===== config.mk =====
export PLATFORM = sky130hd
export DESIGN_NAME = ethernet_rx
export DESIGN_NICKNAME = d
export VERILOG_FILES = /design/src/logic/eth_frame_pkg.sv /design/src/logic/eth_mii_pkg.sv /design/src/logic/ethernet_rx.sv /design/src/logic/payload_output.sv /design/src/logic/header_capture.sv /design/src/logic/frame_rx_ctrl.sv /design/src/logic/nibble_assembler.sv
export SDC_FILE = /design/constraint.sdc
export NUM_CORES = 1
export LEC_CHECK = 0
export ABC_CLOCK_PERIOD_IN_PS = 13700
export BUFFER_PORTS_ARGS = -buffer_cell sky130_fd_sc_hd__buf_4
export CORE_ASPECT_RATIO = 0.75
export CORE_MARGIN = 2
export CORE_UTILIZATION = 45
export DETAILED_ROUTE_END_ITERATION = 7
export HOLD_SLACK_MARGIN = 0.06
export PLACE_DENSITY_LB_ADDON = 0.08
export SLEW_MARGIN = 20
export SYNTH_ARGS = -nofsm -noshare
export SYNTH_HDL_FRONTEND = slang
export SYNTH_SLANG_ARGS = --single-unit

===== constraint.sdc =====
create_clock -name phy_rx_clk -period 13.7 [get_ports phy_rx_clk]
set_input_delay 2.055 -clock phy_rx_clk [delete_from_list [all_inputs] [get_ports phy_rx_clk]]
set_output_delay 2.055 -clock phy_rx_clk [all_outputs]
set_load 0.1 [all_outputs]

===== src/logic/eth_frame_pkg.sv =====
`default_nettype none

package eth_frame_pkg;

    ////////////////////
    // Addresses
    ////////////////////

    typedef logic [47:0] mac_addr_t;

    localparam logic [2:0] MAC_ADDR_BYTES = 3'd6;

    // Address this board answers to
    localparam mac_addr_t BOARD_MAC = 48'h30_9C_23_1E_EC_21;

    // Saturates at 2047
    typedef logic [10:0] payload_len_t;

    ////////////////////
    // Receiver control
    ////////////////////

    typedef enum logic [2:0] {
        IDLE,
        PREAMBLE,
        SFD,
        DEST_MAC,
        SRC_MAC,
        PAYLOAD,
        FINISH
    } rx_state_e;

    // Commands from the FSM to the datapath
    typedef struct packed {
        logic dest_shift;
        logic src_shift;
        logic payload_byte;
        logic frame_start;
        logic frame_end;
    } rx_ctrl_t;

    // Per-frame summary
    typedef struct packed {
        mac_addr_t    src_mac;
        payload_len_t payload_len;
        logic         addr_match;
    } frame_info_t;

endpackage

`default_nettype wire


===== src/logic/eth_mii_pkg.sv =====
`default_nettype none

package eth_mii_pkg;

    ////////////////////
    // Byte stream from the PHY side
    ////////////////////

    // One assembled byte, strobe is a single-cycle pulse
    typedef struct packed {
        logic [7:0] data;
        logic       strobe;
        logic       active;
    } rx_byte_t;

    ////////////////////
    // Preamble and start delimiter
    ////////////////////

    localparam logic [7:0] PREAMBLE_BYTE = 8'h55;
    localparam logic [7:0] SFD_BYTE      = 8'hD5;

    // Bytes of 0x55 expected ahead of the delimiter
    localparam logic [2:0] PREAMBLE_COUNT = 3'd7;

endpackage

`default_nettype wire

===== src/logic/ethernet_rx.sv =====
`default_nettype none

module ethernet_rx
    import eth_mii_pkg::*, eth_frame_pkg::*;
(
    input  wire logic       phy_rx_clk,
    input  wire logic       reset,
    input  wire logic [3:0] phy_rxd,
    input  wire logic       phy_rx_ctrl,
    output logic [7:0]      rx_data_out,
    output logic            data_out_valid,
    output logic            frame_done,
    output frame_info_t     frame_info,
    output rx_state_e       status
);

    rx_byte_t  rx_byte;
    rx_ctrl_t  ctrl;
    mac_addr_t src_mac;
    logic      addr_match;

    nibble_assembler i_nibble_assembler (
        .phy_rx_clk  (phy_rx_clk),
        .reset       (reset),
        .phy_rxd     (phy_rxd),
        .phy_rx_ctrl (phy_rx_ctrl),
        .rx_byte     (rx_byte)
    );

    frame_rx_ctrl i_frame_rx_ctrl (
        .phy_rx_clk (phy_rx_clk),
        .reset      (reset),
        .rx_byte    (rx_byte),
        .ctrl       (ctrl),
        .status     (status)
    );

    header_capture i_header_capture (
        .phy_rx_clk (phy_rx_clk),
        .reset      (reset),
        .rx_byte    (rx_byte),
        .ctrl       (ctrl),
        .src_mac    (src_mac),
        .addr_match (addr_match)
    );

    payload_output i_payload_output (
        .phy_rx_clk     (phy_rx_clk),
        .reset          (reset),
        .rx_byte        (rx_byte),
        .ctrl           (ctrl),
        .src_mac        (src_mac),
        .addr_match     (addr_match),
        .rx_data_out    (rx_data_out),
        .data_out_valid (data_out_valid),
        .frame_done     (frame_done),
        .frame_info     (frame_info)
    );

endmodule

`default_nettype wire


===== src/logic/payload_output.sv =====
`default_nettype none

module payload_output
    import eth_mii_pkg::*, eth_frame_pkg::*;
(
    input  wire logic       phy_rx_clk,
    input  wire logic       reset,
    input  rx_byte_t        rx_byte,
    input  rx_ctrl_t        ctrl,
    input  mac_addr_t       src_mac,
    input  wire logic       addr_match,
    output logic [7:0]      rx_data_out,
    output logic            data_out_valid,
    output logic            frame_done,
    output frame_info_t     frame_info
);

    payload_len_t len_count;

    ////////////////////
    // Byte output
    ////////////////////

    always_ff @(posedge phy_rx_clk or posedge reset)
    begin
        if (reset)
        begin
            rx_data_out    <= 8'd0;
            data_out_valid <= 1'b0;
        end
        else
        begin
            data_out_valid <= ctrl.payload_byte && addr_match;
            if (ctrl.payload_byte && addr_match)
                rx_data_out <= rx_byte.data;
        end
    end

    ////////////////////
    // Length and summary
    ////////////////////

    always_ff @(posedge phy_rx_clk or posedge reset)
    begin
        if (reset)
        begin
            len_count  <= '0;
            frame_done <= 1'b0;
            frame_info <= '0;
        end
        else
        begin
            frame_done <= ctrl.frame_end;
            if (ctrl.frame_start)
                len_count <= '0;
            else if (ctrl.payload_byte && len_count != '1)
                len_count <= payload_len_t'(len_count + 11'd1);
            // Counted bytes include the FCS
            if (ctrl.frame_end)
                frame_info <= '{src_mac: src_mac, payload_len: len_count,
                                addr_match: addr_match};
        end
    end

endmodule

`default_nettype wire


===== src/logic/header_capture.sv =====
`default_nettype none

module header_capture
    import eth_mii_pkg::*, eth_frame_pkg::*;
(
    input  wire logic phy_rx_clk,
    input  wire logic reset,
    input  rx_byte_t  rx_byte,
    input  rx_ctrl_t  ctrl,
    output mac_addr_t src_mac,
    output logic      addr_match
);

    mac_addr_t dest_mac;

    ////////////////////
    // Address shift registers
    ////////////////////

    // Most significant byte arrives first
    always_ff @(posedge phy_rx_clk or posedge reset)
    begin
        if (reset)
        begin
            dest_mac <= '0;
            src_mac  <= '0;
        end
        else if (ctrl.frame_start)
        begin
            dest_mac <= '0;
            src_mac  <= '0;
        end
        else
        begin
            if (ctrl.dest_shift)
                dest_mac <= {dest_mac[39:0], rx_byte.data};
            if (ctrl.src_shift)
                src_mac <= {src_mac[39:0], rx_byte.data};
        end
    end

    // Destination filter, valid one edge after the last dest byte
    always_ff @(posedge phy_rx_clk or posedge reset)
    begin
        if (reset)
            addr_match <= 1'b0;
        else if (ctrl.frame_start)
            addr_match <= 1'b0;
        else
            addr_match <= (dest_mac == BOARD_MAC);
    end

endmodule

`default_nettype wire


===== src/logic/frame_rx_ctrl.sv =====
`default_nettype none

module frame_rx_ctrl
    import eth_mii_pkg::*, eth_frame_pkg::*;
(
    input  wire logic phy_rx_clk,
    input  wire logic reset,
    input  rx_byte_t  rx_byte,
    output rx_ctrl_t  ctrl,
    output rx_state_e status
);

    rx_state_e  state;
    rx_state_e  state_next;
    logic [2:0] byte_count;
    logic [2:0] count_next;
    logic [2:0] count_inc;

    assign count_inc = 3'(byte_count + 3'd1);
    assign status    = state;

    ////////////////////
    // State register
    ////////////////////

    always_ff @(posedge phy_rx_clk or posedge reset)
    begin
        if (reset)
        begin
            state      <= IDLE;
            byte_count <= 3'd0;
        end
        else
        begin
            state      <= state_next;
            byte_count <= count_next;
        end
    end

    ////////////////////
    // Next state and commands
    ////////////////////

    always_comb
    begin
        state_next = state;
        count_next = byte_count;
        ctrl       = '0;
        case (state)
            IDLE:
            begin
                if (rx_byte.strobe && rx_byte.data == PREAMBLE_BYTE)
                begin
                    state_next = PREAMBLE;
                    count_next = 3'd1;
                end
            end
            PREAMBLE:
            begin
                if (!rx_byte.active)
                    state_next = IDLE;
                else if (rx_byte.strobe)
                begin
                    if (rx_byte.data != PREAMBLE_BYTE)
                        state_next = IDLE;
                    else if (count_inc == PREAMBLE_COUNT)
                        state_next = SFD;
                    count_next = count_inc;
                end
            end
            SFD:
            begin
                if (!rx_byte.active)
                    state_next = IDLE;
                else if (rx_byte.strobe)
                begin
                    if (rx_byte.data == SFD_BYTE)
                    begin
                        ctrl.frame_start = 1'b1;
                        state_next       = DEST_MAC;
                        count_next       = 3'd0;
                    end
                    else
                        state_next = IDLE;
                end
            end
            DEST_MAC, SRC_MAC:
            begin
                if (!rx_byte.active)
                    state_next = IDLE;
                else if (rx_byte.strobe)
                begin
                    ctrl.dest_shift = (state == DEST_MAC);
                    ctrl.src_shift  = (state == SRC_MAC);
                    count_next      = count_inc;
                    if (count_inc == MAC_ADDR_BYTES)
                    begin
                        // Address field done
                        state_next = (state == DEST_MAC) ? SRC_MAC : PAYLOAD;
                        count_next = 3'd0;
                    end
                end
            end
            PAYLOAD:
            begin
                if (!rx_byte.active)
                    state_next = FINISH;
                else if (rx_byte.strobe)
                    ctrl.payload_byte = 1'b1;
            end
            FINISH:
            begin
                ctrl.frame_end = 1'b1;
                state_next     = IDLE;
            end
            default:
            begin
                state_next = IDLE;
            end
        endcase
    end

endmodule

`default_nettype wire


===== src/logic/nibble_assembler.sv =====
`default_nettype none

module nibble_assembler
    import eth_mii_pkg::*;
(
    input  wire logic       phy_rx_clk,
    input  wire logic       reset,
    input  wire logic [3:0] phy_rxd,
    input  wire logic       phy_rx_ctrl,
    output rx_byte_t        rx_byte
);

    logic       phase;
    logic [3:0] low_nibble;

    always_ff @(posedge phy_rx_clk or posedge reset)
    begin
        if (reset)
        begin
            phase      <= 1'b0;
            low_nibble <= 4'd0;
            rx_byte    <= '0;
        end
        else
        begin
            rx_byte.active <= phy_rx_ctrl;
            rx_byte.strobe <= 1'b0;
            if (phy_rx_ctrl)
            begin
                phase <= ~phase;
                if (!phase)
                begin
                    low_nibble <= phy_rxd;
                end
                else
                begin
                    // High nibble completes the byte
                    rx_byte.data   <= {phy_rxd, low_nibble};
                    rx_byte.strobe <= 1'b1;
                end
            end
            else
            begin
                // Realign on every gap in the control level
                phase <= 1'b0;
            end
        end
    end

endmodule

`default_nettype wire


== Yosys cells after proc, flatten, opt, wreduce, memory -nomap -nowiden ==
Index checks and enable logic that the tools add are counted.

* Register bits after elaboration: 199
* Bits in latches: 0
* Bits in writable memories: 0
* Bits in read-only memories: 0
* Input port bits: 7
* Output and inout port bits: 73
* Word-level logic and storage cells: 104
* Memories kept: 0

* Add/sub/neg operators: 2
* Multiply operators: 0
* Divide/modulo/power cells: 0
* Magnitude comparators: 0
* Eq/ne operators: 27
* Shifts and indexed selects: 0
* Multiplexer cells: 44
* Bitwise logic cells: 1
* Reductions and logical operators: 13

{| class="wikitable"
|+ Operators by type and width
! operator !! number
|-
| two-way mux 48 bit || 4
|-
| two-way mux 3 bit || 19
|-
| equality test 48 x 46 -> 1 bit (second input constant) || 1
|-
| two-way mux 11 bit || 2
|-
| equality test 3 bit (second input constant) || 5
|-
| one-hot mux 3 bit (5 select lines) || 1
|-
| != test 2 bit (second input constant) || 7
|-
| two-way mux 1 bit || 13
|-
| one-hot mux 3 bit (4 select lines) || 1
|-
| adder 11 x 1 -> 11 bit (second input constant) || 1
|-
| != test 11 bit (second input constant) || 1
|-
| != test 3 bit (second input constant) || 3
|-
| AND reduction 9 bit || 1
|-
| equality test 8 x 7 -> 1 bit (second input constant) || 1
|-
| equality test 8 bit (second input constant) || 1
|-
| two-way mux 2 bit || 4
|-
| != test 8 x 7 -> 1 bit (second input constant) || 1
|-
| AND reduction 7 bit || 1
|-
| equality test 3 x 2 -> 1 bit (second input constant) || 2
|-
| nonzero test 2 bit || 3
|-
| != test 2 x 1 -> 1 bit (second input constant) || 2
|-
| != test 4 x 2 -> 1 bit (second input constant) || 1
|-
| AND reduction 2 bit || 2
|-
| nonzero test 4 bit || 1
|-
| other kinds (7) || 9
|}

== Logic depth before layout (Yosys ltp) ==
Gate-level depths: netlist of the first run.

* Depth in word-level cells: 7
* Depth in mapped cells: 9
* Mapped depth without buffers: 7

== Modules after synthesis ==
Synthesis of the first run repeated with hierarchy kept, for this count alone.

* Cells, all modules: 670
* Area, all modules: 8513.2 um^2

{| class="wikitable"
|+ By module, submodules not included
! module !! instances !! cells each !! area each (um^2) !! sequential area each (um^2)
|-
| header_capture || 1 || 330 || 4000.1 || 2427.3
|-
| payload_output || 1 || 224 || 3290.7 || 2026.9
|-
| frame_rx_ctrl || 1 || 84 || 665.6 || 150.1
|-
| nibble_assembler || 1 || 32 || 556.8 || 375.4
|}

== Worst setup path after synthesis of the first run ==
OpenSTA, ideal clock, no wires.

* Path type: register -> output
* Start point: reg i_frame_rx_ctrl.state[1], in the netlist i_frame_rx_ctrl.status[1]
* End point: out status[1]
* Arrival time: 911 ps
* Required time: 11645 ps
* Slack: 10734 ps
* Cell stages (with the launch flop): 1
* Path buffers: 0
* Path through: dfrtp_1

{| class="wikitable"
|+ RTL lines
! element !! RTL line !! RTL
|-
| start: declaration || frame_rx_ctrl.sv:13 || <nowiki>rx_state_e state;</nowiki>
|-
| start signal: assignment || frame_rx_ctrl.sv:35 || <nowiki>state <= state_next;</nowiki>
|-
| end: declaration || ethernet_rx.sv:14 || <nowiki>output rx_state_e status</nowiki>
|}

No word-level cell between the ends.

== Worst setup path after layout of the first run ==
* Start point: reg i_frame_rx_ctrl.state[0], in the netlist i_frame_rx_ctrl.status[0]
* End point: out status[0]

No word-level cell between the ends.

==> results of run 1 <==
[sequential cells by signal, indices dropped and copies added, names as in the netlist]
signal and flops:
i_frame_rx_ctrl.status 3, i_header_capture.dest_mac 48, i_payload_output.len_count 11, i_payload_output.rx_data_out 8, i_header_capture.addr_match 1, i_frame_rx_ctrl.byte_count 3
i_payload_output.data_out_valid 1, i_nibble_assembler.low_nibble 4, i_payload_output.frame_done 1, i_nibble_assembler.rx_byte 10, i_header_capture.src_mac 48, i_nibble_assembler.phase 1
i_payload_output.frame_info 60
[cell usage after synthesis, types with 4 or more instances]
library cell	n
a21oi_1	46
buf_2	9
buf_6	6
clkbuf_1	35
dfrtp_1	199
ha_1	4
inv_1	9
mux2_2	31
nand2_1	364
nand3_1	57
nand4_1	7
nand4b_1	4
nor2_1	17
nor2b_1	5
nor3_1	8
nor4_1	9
nor4b_1	5
o21ai_0	7
xnor2_1	6
[how the worst max path moves through the flow]
stage | from | endpoint | slack (ns) | cells after the start
CTS | i_frame_rx_ctrl.status[2] | status[2] | 10.05 | 1
global placement | reset | i_payload_output.len_count[0] | 9.91 | 3
global route | i_frame_rx_ctrl.status[2] | status[2] | 9.99 | 1
floorplan | reset | i_frame_rx_ctrl.byte_count[0] | 6.22 | 1
detailed placement | reset | i_payload_output.len_count[0] | 9.84 | 3
finish | i_frame_rx_ctrl.status[0] | status[0] | 10.06 | 1
[routing by layer]
metal | wire length (um) | GRT usage | up-vias
li1 | - | - | 2966
met1 | 9060 | 0.290 | 3074
met2 | 8400 | 0.301 | 127
met3 | 597 | 0.0314 | 24
met4 | 335 | 0.0760 | 0
met5 | 0 | 0 | -
[power groups by stage]
stage / clock network [mW] / logic [mW] / registers [mW]
finish: 0.565 / 0.183 / 0.686
global placement: 0 / 0.177 / 0.694
CTS: 0.575 / 0.183 / 0.685
floorplan: 0 / 0.118 / 0.710
global route: 0.598 / 0.203 / 0.693
detailed placement: 0 / 0.182 / 0.695
[layout by cell type, fill, tap and decap left out, types with 8 or more instances in the layout]
cell / count
mux2_2: 31
nand3_1: 56
nand2_1: 364
clkbuf_16: 17
nor2_1: 16
nor3_1: 8
a21oi_1: 46
dfrtp_1: 199
buf_4: 84
inv_1: 8
nor4_1: 9
[kinds of logic after synthesis]
kind of cell	share of synthesized area
DFF	0.601
muxes	0.0446
buffers and inverters	0.0362
and+or+nand+nor	0.252
xor gates and xnor gates	0.00740
adders and majority gates	0.00604
AOI/OAI and AO/OA	0.0524
[layout make-up]
class,count,share of cell area
Clock inverter,12,0.0219
Tap cell,242,0.0312
Multi-Input combinational cell,610,0.311
Inverter,10,0.00465
Sequential cell,199,0.514
Timing Repair Buffer,86,0.0707
Clock buffer,20,0.0471
==> impl_results.md, run 1 <==
- Clock Skews: 0.0117 ns
- Switching power: 0.409 mW
- Yosys warns: 0
- First-pass GRT wire length: 30,900 um
- Design area: 0.00970 mm2
- # setup viols final: 0
- Fin crit period: 3.64 ns
- Starting density of the core: 0.465
- CTS tree: yes
- Vias: 6,191
- Die W: 161 um
- Area after DPL: 0.00900 mm2
- Die area: 0.0195 mm2
- Total iterations of the first detailed-routing run: 5
- Combinational power share: 0.128
- DRC Markers: 0
- CTS Sinks: 199
- Synth-to-Final Area Change: 17.0%
- Slew at the pin closest to its max-slew limit: 1.05 ns
- CTS Root Cell: clkbuf_16
- CTS buffer count: 17
- Crit path kind: register to output pin
- Worst-path clk slew: 0.07 ns
- Fill count: 1,579
- Wirelength per Cell: 15.6 um
- Share of cells above drive strength 1: 0.165
- Final setup margin: 10.06 ns
- Synth Flop Type: dfrtp_1
- Worst Hold Launch: i_header_capture.src_mac[47]
- Unrepaired setup endpoints after global routing: false
- Hold Buf Count CTS: 0
- Async S/R FF share, synth: 1.00
- I/O pin count: 80
- Vias per cell: 5.25
- CP peak stage delay: 0.74 ns
- Final-report max-slew violation count: 0
- Sw frac: 0.285
- Initial DRC Count: 450
- Vias in the first global route: 6,009
- CP max FO: 20
- Antenna Nets Post-Route: 0
- Crit path required time: 11.64 ns
- Antenna violations before repair: 0
- Max-cap violations: 0
- Power Internal: 1.02 mW
- FF+latch area: 0.00498 mm2
- Largest delay share family, worst path: flip-flops
- IO buf count: 79
- Resized Gates After CTS: 0
- Register bit total from synthesis: 199
- Maximum VDD drop: 87.3 uV
- Net Count, Synth: 884
- Register area share after synthesis: 0.601
- Fmax: 0.275 GHz
- Core box area: 0.0178 mm2
- Syn avg cell area: 9.49 um2
- Largest cells by area after synthesis: dfrtp_1 60%, nand2_1 16%, mux2_2 4.2%
- Startpoint Class: register
- Crit path cell chain: buf_4
- R2r setup slk: 10.98 ns
- Dpl ws: 9.84 ns
- Clock power frac: 0.394
- Global Route Usage Sum: 0.198
- Slew HR: 0.293
- Syn Inst Count: 873
- DRT Wirelength: 18,400 um
- Largest net degree at the start of global routing: 122
- Post-CTS Setup Inserts: 0
- Final nets: 935
- Post-placement cell count: 1,146
- ANT cells: 0
- Final core occ: 0.544
- Die Height: 122 um
- Post-route setup TNS: 0 ns
- Tot Pwr: 1.43 mW
- Gpl congestion: 0.784
- Post-synth EDFFs: 0
- Hold Path Depth: 2
- Maximum root-to-sink buffer count: 2
- Hold Path End: i_header_capture.src_mac[47]
- Multi-input combinational cell area: 0.00301 mm2
- Final period utilization: 0.266
- Hold/Removal Path Class: register to register
- Gr ovfl total: 0
- Layout Cells excl Fill: 1,179
- Reg2Reg Depth: 6
- Detailed placer's ending HPWL: 11,800 um
- Insertion delay to the later sink of the worst-skew pair: 0.44 ns
- Hold WS: 0.472 ns
- WP buf/inv: 1
- Row count: 42
- Post-Syn Area: 0.00828 mm2
- Worst-path cell with the longest stage delay: dfrtp_1
- FF-to-FF End: i_header_capture.dest_mac[22]
- Largest area contributor in the netlist: dfrtp_1
- Leakage Power: 4.98 nW
- Area share of the largest cell type after synthesis: 0.601
- Status: finished, final reports clean
- Sequential share of power: 0.479
- Final hold vios: 0
- H-tree depth: 4
- Netlist cell types: 51
- Endpoint class of the critical path: output pin
- Power Density: 148 mW/mm2
- CP arrival: 1.58 ns
- Launch point of the worst reg-to-reg path: i_frame_rx_ctrl.status[2]
Note: power is estimated with default switching activity, not from simulation.
==> inputs of run 2 (changes only) <==
--- a/config.mk
+++ b/config.mk
@@ -5,7 +5,7 @@
 export SDC_FILE = /design/constraint.sdc
 export NUM_CORES = 1
 export LEC_CHECK = 0
-export ABC_CLOCK_PERIOD_IN_PS = 13700
+export ABC_CLOCK_PERIOD_IN_PS = 3500
 export BUFFER_PORTS_ARGS = -buffer_cell sky130_fd_sc_hd__buf_4
 export CORE_ASPECT_RATIO = 0.75
 export CORE_MARGIN = 2
==> constraint.sdc (replaced) <==
create_clock -name phy_rx_clk -period 3.5 [get_ports phy_rx_clk]
set_input_delay 0.525 -clock phy_rx_clk [delete_from_list [all_inputs] [get_ports phy_rx_clk]]
set_output_delay 0.525 -clock phy_rx_clk [all_outputs]
set_load 0.1 [all_outputs]
==> run 2 against run 1 <==
Hold slack lost 0.25 ns. Core utilization shrank 0.16 points. Clock power grew to 3.7 times the previous value. Worst setup slack lost 9.3 ns. Critical path depth grew 6. First-iteration DRC count grew 27%. Combinational power grew to 4.0 times the previous value. Wire length grew 1.7%. Clock skew shrank 0.0011 ns. Sequential power grew to 3.9 times the previous value. Critical endpoint is now i_header_capture.src_mac[34]. Largest cell class unchanged. Highest routed layer unchanged.
==> impl_results.md, run 2 (synthesis results as in run 1) <==
- Largest net degree at the start of global routing: 69 (-43%)
- Crit path required time: 3.87 ns (-7.77 ns)
- Unrepaired setup endpoints after global routing: false
- H-tree depth: 4 (unchanged)
- Initial DRC Count: 573 (+27%)
- CTS tree: yes
- Die Height: 122 um (unchanged)
- Clock power frac: 0.380 (-0.014)
- Top reg by flops: i_payload_output.frame_info
- DRT Wirelength: 18,700 um (+1.7%)
- Sequential share of power: 0.488 (+0.009)
- Fill count: 1,616 (+2.3%)
- IO buf count: 79 (unchanged)
- Worst-path clk slew: 0.07 ns (about the same)
- DRC Markers: 0 (unchanged)
- ANT cells: 0 (unchanged)
- Max FFs per register: 60 (unchanged)
- Hold/Removal Path Class: primary input to register
- Worst Hold Launch: phy_rx_ctrl
- Die area: 0.0195 mm2 (unchanged)
- Power Density: 568 mW/mm2 (+280%)
- Startpoint Class: register
- CP arrival: 3.06 ns (+1.48 ns)
- Row count: 42 (unchanged)
- Die W: 161 um (unchanged)
- Starting density of the core: 0.465 (unchanged)
- Antenna Nets Post-Route: 0 (unchanged)
- CTS buffer count: 17 (unchanged)
- CP peak stage delay: 0.73 ns (about the same)
- Post-CTS Setup Inserts: 0 (unchanged)
- # setup viols final: 0 (unchanged)
- Crit path cell chain: nand4bb_1 > or4_1 > buf_4 > a21oi_4 > buf_12 > nand3_1 > nand2_1
- Registers with the most flip-flops: i_payload_output.frame_info (60), i_header_capture.dest_mac (48), i_header_capture.src_mac (48)
- Maximum root-to-sink buffer count: 2 (unchanged)
- Final core occ: 0.543 (-0.00162)
- Fmax: 0.372 GHz
- Global Route Usage Sum: 0.203 (+0.00448)
- Worst-path cell with the longest stage delay: dfrtp_1
- Power Internal: 3.93 mW (+280%)
- Slew HR: 0.230 (-0.0635)
- Detailed placer's ending HPWL: 12,500 um (+5.3%)
- Status: finished, final reports clean
- Gr ovfl total: 0 (unchanged)
- Launch point of the worst reg-to-reg path: i_frame_rx_ctrl.status[1]
- Share of cells above drive strength 1: 0.165 (-0.000528)
- Antenna violations before repair: 0 (unchanged)
- Hold Buf Count CTS: 0 (unchanged)
- Post-route setup TNS: 0 ns (unchanged)
- Combinational power share: 0.132 (+0.004)
- Synth-to-Final Area Change: 16.7%
- Core box area: 0.0178 mm2 (unchanged)
- Sw frac: 0.284 (-0.000937)
- First-pass GRT wire length: 31,500 um (+2.0%)
- Clock Skews: 0.0106 ns (-0.00113 ns)
- Endpoint class of the critical path: register
- CP max FO: 43 (+110%)
- Gpl congestion: 0.786 (+0.24%)
- Slew at the pin closest to its max-slew limit: 1.14 ns (+0.0943 ns)
- Most frequent cells in the layout: 364 x nand2_1, 199 x dfrtp_1, 86 x buf_4, 57 x nand3_1, 46 x a21oi_1
- Vias in the first global route: 6,138 (+2.1%)
- Resized Gates After CTS: 0 (unchanged)
- Switching power: 1.56 mW (+280%)
- CTS Sinks: 199 (unchanged)
- I/O pin count: 80 (unchanged)
- Total iterations of the first detailed-routing run: 5 (unchanged)
- Max-cap violations: 0 (unchanged)
- Insertion delay to the later sink of the worst-skew pair: 0.43 ns (about the same)
- Final-report max-slew violation count: 0 (unchanged)
- Final nets: 938 (+0.32%)
- Vias per cell: 5.18 (-1.3%)
- Final hold vios: 0 (unchanged)
- Fin crit period: 2.69 ns
- Crit path kind: register to register
- Leakage Power: 4.97 nW (-0.12%)
- Wirelength per Cell: 15.8 um (+1.5%)
- Vias: 6,124 (-1.1%)
- CTS Root Cell: clkbuf_16
- CP Launch Point: i_frame_rx_ctrl.status[1]
- Most common cell after layout, fill and taps aside: nand2_1
- Final period utilization: 0.769
- Maximum VDD drop: 398 uV (+360%)
run 2: cell types whose count changed in the layout (fill, tap and decap cells not counted), moves of 2 or more:
cell,delta
buf_12,+3
buf_16,-2
buf_4,+2
clkinv_2,+3
clkinv_4,+2
inv_6,-3
inv_8,-2
run 2: power by group through the flow:
stage	Sequential [mW]	Clock (mW)	Combinational, mW
6_report	2.68	2.09	0.724
5_1_grt	2.71	2.22	0.802
4_1_cts	2.68	2.13	0.734
3_5_place_dp	2.72	0	0.728
3_3_place_gp	2.71	0	0.704
2_1_floorplan	2.78	0	0.462
run 2: critical path, delay by kind of cell, from the launching register on:
family	cells	cell delay, ns
compound gates	1	0.32
simple gates	4	1.01
buf+inv	2	0.56
flops	1	0.73
run 2: final timing paths:
check                                            endpoint  slack (ns)  depth (start not counted)
max in group asynchronous   i_payload_output.len_count[6]        2.31                          3
min reg2reg                  i_header_capture.src_mac[45]        0.47                          2
min in group asynchronous  i_payload_output.frame_info[0]        0.29                          2
max                          i_header_capture.src_mac[34]        0.81                          7
min                         i_nibble_assembler.rx_byte[0]        0.22                          1
max reg2reg                  i_header_capture.src_mac[34]        0.81                          7
run 2: routing by layer:
layer,GRT usage,routed length [um],vias up
li1,-,-,2969
met1,0.294,9300,3001
met2,0.315,8490,143
met3,0.0478,796,11
met4,0.0428,125,0
met5,0,0,-
run 2: per-stage QoR:
stage                     worst slack, ns  instance area [um2]  instances  hold WS [ns]  total power [mW]
after CTS                           0.866                 9670       1182         0.203              5.54
after detailed placement            0.891                 9040       1150         0.461              3.45
after global placement              0.977                 9040       1150         0.454              3.41
after global routing                0.594                 9670       1182         0.194              5.73
final                               0.808                 9670       1182         0.222              5.49
after floorplan                     0.401                 8290        873         0.438              3.24
run 2: final cells by class:
type                       count  area [um2]  share of cell area
multi-input combinational    610        3010               0.311
sequential                   199        4980               0.515
clock buffer                  21         460              0.0476
timing repair buffer          89         706              0.0730
clock inverter                11         170              0.0176
inverter                      10        41.3             0.00427
tap                          242         303              0.0313
==> inputs of run 3 (changes only) <==
--- a/config.mk
+++ b/config.mk
@@ -5,7 +5,7 @@
 export SDC_FILE = /design/constraint.sdc
 export NUM_CORES = 1
 export LEC_CHECK = 0
-export ABC_CLOCK_PERIOD_IN_PS = 3500
+export ABC_CLOCK_PERIOD_IN_PS = 2660
 export BUFFER_PORTS_ARGS = -buffer_cell sky130_fd_sc_hd__buf_4
 export CORE_ASPECT_RATIO = 0.75
 export CORE_MARGIN = 2
==> constraint.sdc (replaced) <==
create_clock -name phy_rx_clk -period 2.66 [get_ports phy_rx_clk]
set_input_delay 0.399 -clock phy_rx_clk [delete_from_list [all_inputs] [get_ports phy_rx_clk]]
set_output_delay 0.399 -clock phy_rx_clk [all_outputs]
set_load 0.1 [all_outputs]
==> run 3 against run 2 <==
Worst setup slack got worse by 0.42 ns. Combinational power is 48% higher. Non-clock buffer count increased by 12. Total power rose by 28%. Register-to-register slack got worse by 0.42 ns. Via count up 1.4%.
==> impl_results.md, run 3 (synthesis results as in run 1) <==
- Final core occ: 0.545 (+0.00260)
- Fmax: 0.441 GHz (+19%)
- Final-report max-slew violation count: 0 (unchanged)
- FF+latch area: 0.00498 mm2 (unchanged)
- Largest net degree at the start of global routing: 62 (-10%)
- Most frequent cells in the layout: 364 x nand2_1, 199 x dfrtp_1, 97 x buf_4, 57 x nand3_1, 46 x a21oi_1
- Reg2Reg Depth: 6 (-1)
- CP max FO: 48 (+12%)
- Final nets: 950 (+1.3%)
- Wirelength per Cell: 15.5 um (-1.9%)
- Endpoint class of the critical path: register
- # setup viols final: 0 (unchanged)
- CTS Sinks: 199 (unchanged)
- Gpl congestion: 0.852 (+8.5%)
- H-tree depth: 4 (unchanged)
- Slew HR: 0.523 (+0.293)
- Launch point of the worst reg-to-reg path: i_nibble_assembler.rx_byte[3]
- Share of cells above drive strength 1: 0.175 (+0.00966)
- Crit path required time: 2.98 ns (-0.89 ns)
- Startpoint Class: register
- Maximum root-to-sink buffer count: 2 (unchanged)
- Gr ovfl total: 0 (unchanged)
- Final setup margin: 0.390 ns (-0.418 ns)
- Row count: 42 (unchanged)
- Initial DRC Count: 416 (-27%)
- DRC Markers: 0 (unchanged)
- Leakage Power: 4.99 nW (+0.46%)
- Tot Pwr: 7.05 mW (+28%)
- Hold Buf Count CTS: 0 (unchanged)
- Insertion delay to the later sink of the worst-skew pair: 0.43 ns (about the same)
- Synth-to-Final Area Change: 17.2%
- GR Util met1: 0.280 (-0.0136)
- Die W: 161 um (unchanged)
- Post-route setup TNS: 0 ns (unchanged)
- Global Route Usage Sum: 0.201 (-0.00243)
- Final period utilization: 0.853 (+0.0843)
- Most common cell after layout, fill and taps aside: nand2_1
- DRT Wirelength: 18,500 um (-0.94%)
- Maximum VDD drop: 467 uV (+18%)
- Antenna Nets Post-Route: 0 (unchanged)
- CP arrival: 2.59 ns (-0.47 ns)
- Fill count: 1,639 (+1.4%)
- Core box area: 0.0178 mm2 (unchanged)
- Gr busiest metal: met2
- Fin crit period: 2.27 ns (-0.422 ns)
- Antenna violations before repair: 0 (unchanged)
- Clock Skews: 0.00976 ns (-0.000793 ns)
- FF-to-FF End: i_header_capture.src_mac[37]
- Unrepaired setup endpoints after global routing: false
- Die area: 0.0195 mm2 (unchanged)
- Max-cap violations: 0 (unchanged)
- Detailed placer's ending HPWL: 12,500 um (-0.10%)
- Resized Gates After CTS: 0 (unchanged)
- Vias per cell: 5.21 (+0.47%)
- ANT cells: 0 (unchanged)
- Starting density of the core: 0.465 (unchanged)
- Worst-path clk slew: 0.07 ns (about the same)
- Die Height: 122 um (unchanged)
- Status: finished, final reports clean
- Total iterations of the first detailed-routing run: 5 (unchanged)
- Multi-input combinational cell area: 0.00301 mm2 (unchanged)
- Crit path kind: register to register
- First-pass GRT wire length: 31,100 um (-1.3%)
- Final hold vios: 0 (unchanged)
- Registers with the most flip-flops: i_payload_output.frame_info (60), i_header_capture.dest_mac (48), i_header_capture.src_mac (48)
- Post-CTS Setup Inserts: 0 (unchanged)
- Dpl ws: 0.425 ns (-0.466 ns)
- Vias: 6,210 (+1.4%)
- M2 GR Usage: 0.317 (+0.00189)
- Met3 Usage GRT: 0.0489 (+0.00103)
- Hold/Removal Path Class: primary input to async pin
- Top reg by flops: i_payload_output.frame_info
- IO buf count: 79 (unchanged)
- CTS Root Cell: clkbuf_16
- Vias in the first global route: 6,197 (+0.96%)
- Hold WS: 0.0769 ns (-0.145 ns)
- CTS tree: yes
- Slew at the pin closest to its max-slew limit: 0.715 ns (-0.430 ns)
- I/O pin count: 80 (unchanged)
- R2r setup slk: 0.39 ns (-0.42 ns)
- Max FFs per register: 60 (unchanged)
- CTS buffer count: 17 (unchanged)
- Power Density: 725 mW/mm2 (+28%)
-- run 3: critical path, stage by stage (launching register included) --
cell and delay, ns:
dfrtp_1 0.44, or3b_1 0.42, or4_1 0.59, a21o_1 0.22, buf_4 0.27, nand2_1 0.14
nand2_1 0.06
-- run 3: worst max-delay path by stage --
stage	start	end	slack [ns]	cells after the start
after CTS	i_nibble_assembler.rx_byte[3]	i_header_capture.src_mac[31]	0.41	6
after detailed placement	i_nibble_assembler.rx_byte[3]	i_header_capture.dest_mac[5]	0.43	5
after global routing	i_frame_rx_ctrl.status[0]	i_frame_rx_ctrl.byte_count[1]	0.27	5
after global placement	i_nibble_assembler.rx_byte[3]	i_header_capture.dest_mac[5]	0.44	5
after floorplan	reset	i_frame_rx_ctrl.byte_count[0]	-0.31	1
final	i_nibble_assembler.rx_byte[3]	i_header_capture.src_mac[37]	0.39	6
-- run 3: metrics by stage --
step,cell area (um2),std cells
3_3_place_gp,9140,1162
6_report,9710,1193
4_1_cts,9710,1193
2_1_floorplan,8290,873
5_1_grt,9710,1193
3_5_place_dp,9140,1162
-- run 3: power by group --
group          internal [mW]  switching (mW)  leakage (nW)
clock network           1.41            1.11         0.272
registers               3.23           0.234          2.74
logic                  0.349           0.720          1.98
-- run 3: per-layer routing --
metal / part of all wire / vias to the layer above
li1: - / 2997
met1: 0.48 / 3068
met2: 0.46 / 130
met3: 0.044 / 15
met4: 0.010 / 0
met5: 0 / -
-- run 3: area by class of cell --
class / count / area share
Tap cell: 242 / 0.0312
Sequential cell: 199 / 0.513
Clock inverter: 11 / 0.0131
Multi-Input combinational cell: 610 / 0.310
Timing Repair Buffer: 101 / 0.0832
Clock buffer: 20 / 0.0460
Inverter: 10 / 0.00425
